## config.mk

```make
export PLATFORM = sky130hd
export DESIGN_NAME = vslide_top
export DESIGN_NICKNAME = d
export VERILOG_FILES = /design/src/common/vshift_cfg_pkg.sv /design/src/common/vshift_cmd_pkg.sv /design/src/design/velm_laneunit.sv /design/src/design/velmshifter.sv /design/src/design/vslide_ctrl.sv /design/src/design/vslide_top.sv
export SDC_FILE = /design/constraint.sdc
export NUM_CORES = 1
export LEC_CHECK = 0
export BUFFER_PORTS_ARGS = -buffer_cell sky130_fd_sc_hd__buf_2
export CORE_UTILIZATION = 50
export CTS_CLUSTER_SIZE = 20
export DETAILED_ROUTE_END_ITERATION = 10
export PLACE_DENSITY_LB_ADDON = 0.2
export SLEW_MARGIN = 20
export SYNTH_ARGS = -nofsm -noshare
export SYNTH_HDL_FRONTEND = slang
export SYNTH_SLANG_ARGS = --single-unit
```

## constraint.sdc

```tcl
create_clock -name clk -period 2 [get_ports clk]
set_input_delay 0.2 -clock clk [delete_from_list [all_inputs] [get_ports clk]]
set_output_delay 0.2 -clock clk [all_outputs]
set_load 0.02 [all_outputs]
```

## src/common/vshift_cfg_pkg.sv

```systemverilog
// Vector shifter configuration
package vshift_cfg_pkg;

  // Lane geometry

  // Number of vector lanes
  localparam int num_lanes = 4;

  // Bits per data element
  localparam int elem_w = 32;

  // Step count width
  // Must hold 0 through num_lanes inclusive
  localparam int step_w = $clog2(num_lanes + 1);

  // Element types

  // One data element as held by a lane
  typedef logic [elem_w-1:0] elem_t;

  // The mask shifter reuses the lane logic with a plain bit
  // as its payload, so it needs no separate type here.

  // Notes on encoding
  //   Lane 0 is the lowest lane
  //   A left slide moves data toward higher lane numbers
  //   A right slide moves data toward lane 0
  //   Fill words enter at the end the data moves away from

  // Limits
  //   step_w is 3 for four lanes, so counts up to 7 fit.
  //   Any count of num_lanes or more flushes every lane to fill.

  // With num_lanes = 4 and elem_w = 32 a full vector is 128 bits

endpackage

```

## src/common/vshift_cmd_pkg.sv

```systemverilog
// Slide command and result formats
package vshift_cmd_pkg;

  import vshift_cfg_pkg::*;

  // Command from the lane datapath
  // One-cycle strobe qualifies it at the top level
  typedef struct packed {
    elem_t [num_lanes-1:0] data;      // Source elements, lane 0 in the low bits
    logic  [num_lanes-1:0] mask;      // 1 = lane active
    logic                  dir_left;  // 1 = toward higher lanes
    logic  [step_w-1:0]    steps;     // Positions to move
    elem_t                 fill;      // Word shifted in at the open end
  } slide_cmd_t;

  // Result back to the datapath
  // Valid only in the cycle of its strobe
  typedef struct packed {
    elem_t [num_lanes-1:0] data;  // Shifted elements
    logic  [num_lanes-1:0] mask;  // Shifted mask, 0 where fill entered
  } slide_res_t;

  // Bit budget for four 32-bit lanes
  //   command  4*32 + 4 + 1 + 3 + 32 = 168 bits
  //   result   4*32 + 4             = 132 bits

  // Squashed lanes show up as zero data with mask 0.
  // A fill word entering the vector always arrives with mask 0,
  // so the consumer can tell it apart from real data.

endpackage

```

## src/design/velm_laneunit.sv

```systemverilog
// Vector lane element register
`timescale 1ns/1ps

module velm_laneunit
  import vshift_cfg_pkg::*;
#(
  parameter type elem_type = elem_t  // Payload held by this lane
) (
  input  logic     clk,
  input  logic     arst_n,
  input  logic     load,        // Parallel load, wins over shift
  input  logic     shift,       // Move by one position
  input  logic     dir_left,    // 1 = take lower neighbor
  input  logic     squash,      // Clear lane on load
  input  elem_type inpipe,      // Parallel input
  input  elem_type from_left,   // Upper neighbor or chain end
  input  elem_type from_right,  // Lower neighbor or chain end
  output elem_type outpipe      // Registered lane value
);

  elem_type elem_q;     // Lane storage
  elem_type load_val;   // Value taken on load
  elem_type shift_val;  // Value taken on shift

  // Masked-off lanes enter as zero
  assign load_val = squash ? elem_type'('0) : inpipe;

  // Left slide pulls from below, right slide from above
  assign shift_val = dir_left ? from_right : from_left;

  // Update only on load or shift edges
  always_ff @(posedge clk or negedge arst_n) begin
    if (!arst_n) begin
      elem_q <= elem_type'('0);
    end else if (load) begin
      elem_q <= load_val;       // Load first
    end else if (shift) begin
      elem_q <= shift_val;
    end
    // Otherwise hold
  end

  // One cycle after the update edge
  assign outpipe = elem_q;

endmodule

```

## src/design/velmshifter.sv

```systemverilog
// Bidirectional lane chain shifter
`timescale 1ns/1ps

// Chain layout
//   shiftin_left -> lane n-1 <-> ... <-> lane 1 <-> lane 0 <- shiftin_right

module velmshifter
  import vshift_cfg_pkg::*;
#(
  parameter int  num_lanes_p = num_lanes,  // Lanes in the chain
  parameter type elem_type   = elem_t      // Payload per lane
) (
  input  logic                              clk,
  input  logic                              arst_n,
  input  logic                              load,           // Parallel load all lanes
  input  logic                              shift,          // Move every lane one step
  input  logic                              dir_left,       // 1 = toward higher lanes
  input  logic     [num_lanes_p-1:0]        squash,         // Per-lane clear on load
  input  elem_type                          shiftin_left,   // Enters the last lane
  input  elem_type                          shiftin_right,  // Enters lane 0
  input  elem_type [num_lanes_p-1:0]        inpipe,         // One slice per lane
  output elem_type [num_lanes_p-1:0]        outpipe
);

  for (genvar i = 0; i < num_lanes_p; i++) begin : g_lane
    elem_type from_left;   // Source for a right slide
    elem_type from_right;  // Source for a left slide

    // Lower end of the chain
    if (i == 0) begin : g_first
      assign from_right = shiftin_right;
    end else begin : g_lower
      assign from_right = outpipe[i-1];  // Lower neighbor
    end

    // Upper end, a single lane gets both ends
    if (i == num_lanes_p - 1) begin : g_last
      assign from_left = shiftin_left;
    end else begin : g_upper
      assign from_left = outpipe[i+1];   // Upper neighbor
    end

    velm_laneunit #(
      .elem_type (elem_type)
    ) u_lane (
      .clk        (clk),
      .arst_n     (arst_n),
      .load       (load),
      .shift      (shift),
      .dir_left   (dir_left),
      .squash     (squash[i]),
      .inpipe     (inpipe[i]),
      .from_left  (from_left),
      .from_right (from_right),
      .outpipe    (outpipe[i])
    );
  end

endmodule

```

## src/design/vslide_ctrl.sv

```systemverilog
// Slide command controller
`timescale 1ns/1ps

module vslide_ctrl
  import vshift_cfg_pkg::*;
  import vshift_cmd_pkg::*;
(
  input  logic                 clk,
  input  logic                 arst_n,
  input  logic                 cmd_valid,  // One-cycle command strobe
  input  slide_cmd_t           cmd,
  output logic                 busy,       // Operation in flight
  output logic                 load,       // Load lanes on accept edge
  output logic                 shift,      // One step per cycle
  output logic                 dir_left,   // Held direction
  output logic [num_lanes-1:0] squash,     // Clear masked lanes on load
  output elem_t                fill,       // Held fill word
  output logic                 res_valid   // One-cycle result strobe
);

  logic              busy_q;      // Set on accept, cleared after result
  logic [step_w-1:0] steps_left;  // Remaining shift steps
  logic              res_q;       // Registered completion strobe
  logic              dir_q;       // Direction of current command
  elem_t             fill_q;      // Fill word of current command
  logic              accept;      // Command taken this cycle
  logic              last_step;   // Final shift happens this cycle

  // Strobes while busy are dropped
  assign accept = cmd_valid && !busy_q;

  // Load on the accept edge itself
  assign load = accept;

  // Inactive lanes travel as zero
  assign squash = load ? ~cmd.mask : '0;

  // Shift while steps remain
  assign shift = busy_q && (steps_left != '0);

  assign last_step = shift && (steps_left == step_w'(1));

  // Control state
  always_ff @(posedge clk or negedge arst_n) begin
    if (!arst_n) begin
      busy_q     <= 1'b0;
      steps_left <= '0;
      res_q      <= 1'b0;
    end else begin
      // Result one cycle after the final update edge
      // Zero steps finish straight after the load
      res_q <= load ? (cmd.steps == '0) : last_step;

      if (load) begin
        busy_q     <= 1'b1;
        steps_left <= cmd.steps;
      end else begin
        if (shift) begin
          steps_left <= steps_left - step_w'(1);  // Count down
        end
        if (res_q) begin
          busy_q <= 1'b0;  // Busy through the result cycle
        end
      end
    end
  end

  // Direction and fill held for the whole slide
  always_ff @(posedge clk) begin
    if (accept) begin
      dir_q  <= cmd.dir_left;
      fill_q <= cmd.fill;
    end
  end

  assign busy      = busy_q;
  assign dir_left  = dir_q;
  assign fill      = fill_q;
  assign res_valid = res_q;

  // Cycle map for steps = n after accept edge 0
  //   cycles 1..n    shift high
  //   cycle n+1      res_valid high, busy still high
  //   cycle n+2      ready for the next command

endmodule

```

## src/design/vslide_top.sv

```systemverilog
// Vector slide unit top level
`timescale 1ns/1ps

module vslide_top
  import vshift_cfg_pkg::*;
  import vshift_cmd_pkg::*;
(
  input  logic       clk,
  input  logic       arst_n,
  input  logic       cmd_valid,  // Command strobe
  input  slide_cmd_t cmd,
  output logic       busy,       // Commands ignored while high
  output logic       res_valid,  // Result strobe
  output slide_res_t res
);

  logic                  load;       // Parallel load both shifters
  logic                  shift;      // Step both shifters
  logic                  dir_left;
  logic [num_lanes-1:0]  squash;
  elem_t                 fill;
  elem_t [num_lanes-1:0] data_out;   // Shifted elements
  logic  [num_lanes-1:0] mask_out;   // Shifted mask bits

  vslide_ctrl u_ctrl (
    .clk       (clk),
    .arst_n    (arst_n),
    .cmd_valid (cmd_valid),
    .cmd       (cmd),
    .busy      (busy),
    .load      (load),
    .shift     (shift),
    .dir_left  (dir_left),
    .squash    (squash),
    .fill      (fill),
    .res_valid (res_valid)
  );

  // Data lanes, fill word at both ends
  velmshifter #(.num_lanes_p(num_lanes), .elem_type(elem_t)) u_data_shift (
    .clk (clk), .arst_n (arst_n), .load (load), .shift (shift),
    .dir_left (dir_left), .squash (squash),
    .shiftin_left (fill), .shiftin_right (fill),
    .inpipe (cmd.data), .outpipe (data_out)
  );

  // Mask lanes, zero enters so new lanes are inactive
  velmshifter #(.num_lanes_p(num_lanes), .elem_type(logic)) u_mask_shift (
    .clk (clk), .arst_n (arst_n), .load (load), .shift (shift),
    .dir_left (dir_left), .squash (squash),
    .shiftin_left (1'b0), .shiftin_right (1'b0),
    .inpipe (cmd.mask), .outpipe (mask_out)
  );

  // Pack lanes into the result word
  assign res.data = data_out;
  assign res.mask = mask_out;

endmodule

```

==> impl_metrics.prom <==
# TYPE chip_impl_metric gauge
chip_impl_metric{name="synth_area",unit="um2"} 9350
chip_impl_metric{name="crit_arrival",unit="ps"} 2170
chip_impl_metric{name="die_h",unit="um"} 139
chip_impl_metric{name="portion_of_the_clock_cycle_consumed_by_the_worst_path_in_the_final_layout",unit=""} 0.946
chip_impl_metric{name="via_count_of_the_first_global_routing_pass",unit=""} 8465
chip_impl_metric{name="largest_net_degree_at_the_start_of_global_routing",unit=""} 87
chip_impl_metric{name="power.share.combinational",unit=""} 0.511
chip_impl_info{name="outcome",value="complete, but fails checks"} 1
chip_impl_metric{name="clock_sinks",unit=""} 170
chip_impl_metric{name="fmax",unit="MHz"} 529
chip_impl_metric{name="postSynthNetCount",unit=""} 1131
chip_impl_metric{name="io-pin-count",unit=""} 305
chip_impl_metric{name="multiInputGateArea",unit="um2"} 4270
chip_impl_metric{name="ir_worst_vdd",unit="uV"} 843
chip_impl_metric{name="cts_repair_resize_count",unit=""} 0
chip_impl_info{name="worstSetupEndpointType",value="flop"} 1
chip_impl_metric{name="setup_slack",unit="ps"} 108
chip_impl_metric{name="detailroute.via_count",unit=""} 8836
chip_impl_metric{name="critical-path-max-stage-delay",unit="ps"} 400
chip_impl_metric{name="pwr-share-clk",unit=""} 0.161
chip_impl_info{name="crit_path_cell_trace",value="inv_1, ha_1, ha_1, o21ai_4, buf_12, a31oi_1"} 1
chip_impl_metric{name="post-place-cells",unit=""} 1409
chip_impl_metric{name="postRouteWirelength",unit="mm"} 28.4
chip_impl_info{name="cell_with_the_largest_stage_delay_on_the_worst_path",value="sky130_fd_sc_hd__dfrtp_1"} 1
chip_impl_metric{name="start_util",unit=""} 0.515
chip_impl_info{name="violations",value="design-rule violations"} 1
chip_impl_metric{name="drtAntennaViolNets",unit=""} 0
chip_impl_info{name="tritoncts",value="done"} 1
chip_impl_metric{name="yosys_register_bits",unit=""} 170
chip_impl_metric{name="setup_failing_eps_final",unit=""} 0
chip_impl_metric{name="hold_buffers",unit=""} 34
chip_impl_metric{name="postCtsSetupRepairBufs",unit=""} 0
chip_impl_metric{name="post_cts_clock_slew_at_the_launch_and_capture_registers_of_the_worst_setup_and_hold_paths",unit="ps"} 80
chip_impl_metric{name="grt_antenna_before_repair",unit=""} 3
chip_impl_metric{name="clk-insertion-delay-late",unit="ps"} 430
chip_impl_metric{name="avgSynthCellArea",unit="um2"} 9.77
chip_impl_metric{name="min_period",unit="ps"} 1890
chip_impl_metric{name="syn_to_final_growth",unit="%"} 27.0
chip_impl_metric{name="final_layout_size_suffix_gt1_frac",unit=""} 0.401
chip_impl_metric{name="fill_cells",unit=""} 1514
chip_impl_metric{name="yosysWarningCount",unit=""} 0
chip_impl_metric{name="die-width",unit="um"} 139
chip_impl_metric{name="rows",unit=""} 49
chip_impl_metric{name="finalSetupTns",unit="ps"} 0
chip_impl_metric{name="num-nets-final",unit=""} 1407
chip_impl_metric{name="detail_placement_hpwl",unit="mm"} 17.7
chip_impl_metric{name="register_area",unit="um2"} 4420
chip_impl_metric{name="detailedRoute.firstPassIterationCount",unit=""} 8
chip_impl_metric{name="hold_viol",unit=""} 0
chip_impl_info{name="timing.setup.critical_path_class",value="reg -> reg"} 1
chip_impl_metric{name="power.share.sequential",unit=""} 0.328
chip_impl_metric{name="io_buffers",unit=""} 304
chip_impl_metric{name="gpl.final_weighted_congestion",unit=""} 0.795
chip_impl_metric{name="preCtsSetupSlack",unit="ps"} 143
chip_impl_metric{name="first_iter_violations",unit=""} 685
chip_impl_metric{name="htree_num_levels",unit=""} 4
chip_impl_metric{name="wire_length_of_the_first_global_routing_pass",unit="mm"} 44.5
chip_impl_info{name="mostFrequentLayoutCell",value="sky130_fd_sc_hd__buf_2"} 1
chip_impl_metric{name="switchingPower",unit="mW"} 9.10
chip_impl_metric{name="final.setup_skew",unit="ps"} 13.7
chip_impl_metric{name="cellPowerDensity",unit="nW/um2"} 1710
chip_impl_metric{name="crit_required",unit="ps"} 2280
chip_impl_metric{name="cts-buffers-inserted",unit=""} 17
chip_impl_metric{name="leakage",unit="nW"} 5.21
chip_impl_metric{name="max_slew.worst_pin.slew",unit="ps"} 789
chip_impl_metric{name="power.internal",unit="mW"} 11.2
chip_impl_metric{name="p_sw_frac",unit=""} 0.449
chip_impl_metric{name="core_area",unit="um2"} 18100
chip_impl_info{name="root_buffer",value="sky130_fd_sc_hd__clkbuf_16"} 1
chip_impl_metric{name="cts_max_path_buffers",unit=""} 2
chip_impl_metric{name="route.detailed.drc",unit=""} 20
chip_impl_metric{name="die-area",unit="um2"} 19300
chip_impl_metric{name="globalRouteOverflowTotal",unit=""} 0
chip_impl_metric{name="max-cap-violations",unit=""} 0
chip_impl_info{name="hold_class",value="in -> reg"} 1
chip_impl_info{name="critical-path-top-cell-by-count",value="sky130_fd_sc_hd__ha_1"} 1
chip_impl_metric{name="synth-seq-area-share",unit=""} 0.473
chip_impl_info{name="final_cell_mix",value="sky130_fd_sc_hd__buf_2 (303), sky130_fd_sc_hd__nand2_1 (137), sky130_fd_sc_hd__dfrtp_1 (137)"} 1
chip_impl_metric{name="finalPower",unit="mW"} 20.3
chip_impl_metric{name="vias_per_cell",unit=""} 5.98
chip_impl_metric{name="grt_usage",unit=""} 0.289
chip_impl_metric{name="post_layout_nonfiller_instances",unit=""} 1477
chip_impl_info{name="grt_setup_unrepaired",value="no"} 1
chip_impl_metric{name="critical_path_fanout_max",unit=""} 86
chip_impl_metric{name="synth_cells",unit=""} 957
chip_impl_metric{name="wl_per_cell",unit="um"} 19.2
chip_impl_info{name="worst_setup_path_start_kind",value="flop"} 1
chip_impl_metric{name="slew_headroom",unit=""} 0.474
chip_impl_metric{name="slew_viol_final",unit=""} 0
chip_impl_metric{name="synthDistinctLibCells",unit=""} 27
critical path: cells and delay by family, from the launching register on:
kind / cells / cell delay [ps]
AOI/OAI and AO/OA: 2 / 390
buffers and inverters: 2 / 430
DFF: 1 / 400
adders and majority gates: 2 / 470
cell usage after synthesis:
cell type                    n  share of area
sky130_fd_sc_hd__a31oi_1   130          0.087
sky130_fd_sc_hd__and3_1      2         0.0013
sky130_fd_sc_hd__edfxtp_1   33           0.11
sky130_fd_sc_hd__buf_1       2        0.00080
sky130_fd_sc_hd__buf_6      20          0.024
sky130_fd_sc_hd__nand3_1   129          0.069
sky130_fd_sc_hd__o221a_2     3         0.0036
sky130_fd_sc_hd__inv_2       1        0.00040
sky130_fd_sc_hd__buf_2      49          0.026
sky130_fd_sc_hd__a31o_2      1        0.00094
sky130_fd_sc_hd__nor2_1      1        0.00040
sky130_fd_sc_hd__buf_4      12         0.0096
sky130_fd_sc_hd__ha_1        3         0.0040
sky130_fd_sc_hd__mux2_2    129           0.16
sky130_fd_sc_hd__nor2b_1     1        0.00067
sky130_fd_sc_hd__o21ai_2     1        0.00094
sky130_fd_sc_hd__nor4_1      1        0.00067
sky130_fd_sc_hd__nand2b_4    1         0.0015
sky130_fd_sc_hd__nand3b_1    1        0.00080
sky130_fd_sc_hd__dfrtp_1   137           0.37
sky130_fd_sc_hd__nor3_1    130          0.070
sky130_fd_sc_hd__clkbuf_1   25          0.010
sky130_fd_sc_hd__inv_1       4         0.0016
sky130_fd_sc_hd__mux2_4      1         0.0016
sky130_fd_sc_hd__o21ai_0     1        0.00053
sky130_fd_sc_hd__a221oi_1    2         0.0019
sky130_fd_sc_hd__nand2_1   137          0.055
through the flow:
stage | cell area, um2 | util | hold WS (ps)
floorplan | 9350 | - | -95.6
global placement | 11000 | 0.604 | 128
detailed placement | 11000 | 0.604 | 122
CTS | 11900 | 0.654 | 22.6
global route | 11900 | 0.655 | 37.3
finish | 11900 | 0.655 | 38.8
flip-flops by register name, summed over array words and instances, names as in the netlist:
signal,flops
u_ctrl.res_valid,1
u_data_shift.g_lane.u_lane.outpipe,128
u_ctrl.steps_left,3
u_ctrl.dir_left,1
u_ctrl.fill,32
u_ctrl.busy,1
u_mask_shift.g_lane.u_lane.outpipe,4
power groups by stage:
stage / clock network [mW] / registers (mW) / logic (mW)
floorplan: 0 / 7.95 / 5.70
detailed placement: 0 / 6.66 / 10.3
CTS: 3.30 / 6.61 / 10.4
finish: 3.26 / 6.64 / 10.4
global route: 3.42 / 6.83 / 11.2
global placement: 0 / 6.62 / 10.1
layer usage:
metal	GRT usage	share of wire	wire (um)
met5	0	0	0
met4	0.108	0.020	566
met3	0.0559	0.069	1960
met2	0.480	0.49	13900
met1	0.376	0.42	11900
layout make-up:
class,instances,area share
inverter,5,0.00221
clock inverter,14,0.0117
antenna,2,0.000421
sequential,170,0.372
timing repair buffer,365,0.194
multi-input combinational,674,0.359
tap,229,0.0241
clock buffer,18,0.0361
cells by family (layout without fill, tap and decap cells):
logic type,Yosys count,in the layout,share of synthesized area
compound gates,138,138,0.0948
fa+ha+maj,3,3,0.00401
buf+inv,113,402,0.0728
flops,170,170,0.473
mux,130,130,0.157
other cells,0,2,0
simple gates,403,403,0.199
final timing paths:
kind | startpoint | end | slack, ps | cells past startpoint
setup reg to reg | u_ctrl.steps_left[0] | u_data_shift.g_lane[0].u_lane.outpipe[7] | 110 | 6
max in group asynchronous | arst_n | u_data_shift.g_lane[1].u_lane.outpipe[18] | 1080 | 3
min in group asynchronous | arst_n | u_data_shift.g_lane[0].u_lane.outpipe[30] | 240 | 2
hold reg to reg | u_ctrl.res_valid | u_ctrl.busy | 490 | 1
setup / recovery | u_ctrl.steps_left[0] | u_data_shift.g_lane[0].u_lane.outpipe[7] | 110 | 6
hold / removal | cmd[64] | u_data_shift.g_lane[0].u_lane.outpipe[24] | 40 | 3
Power figures use the tool's default switching activity.
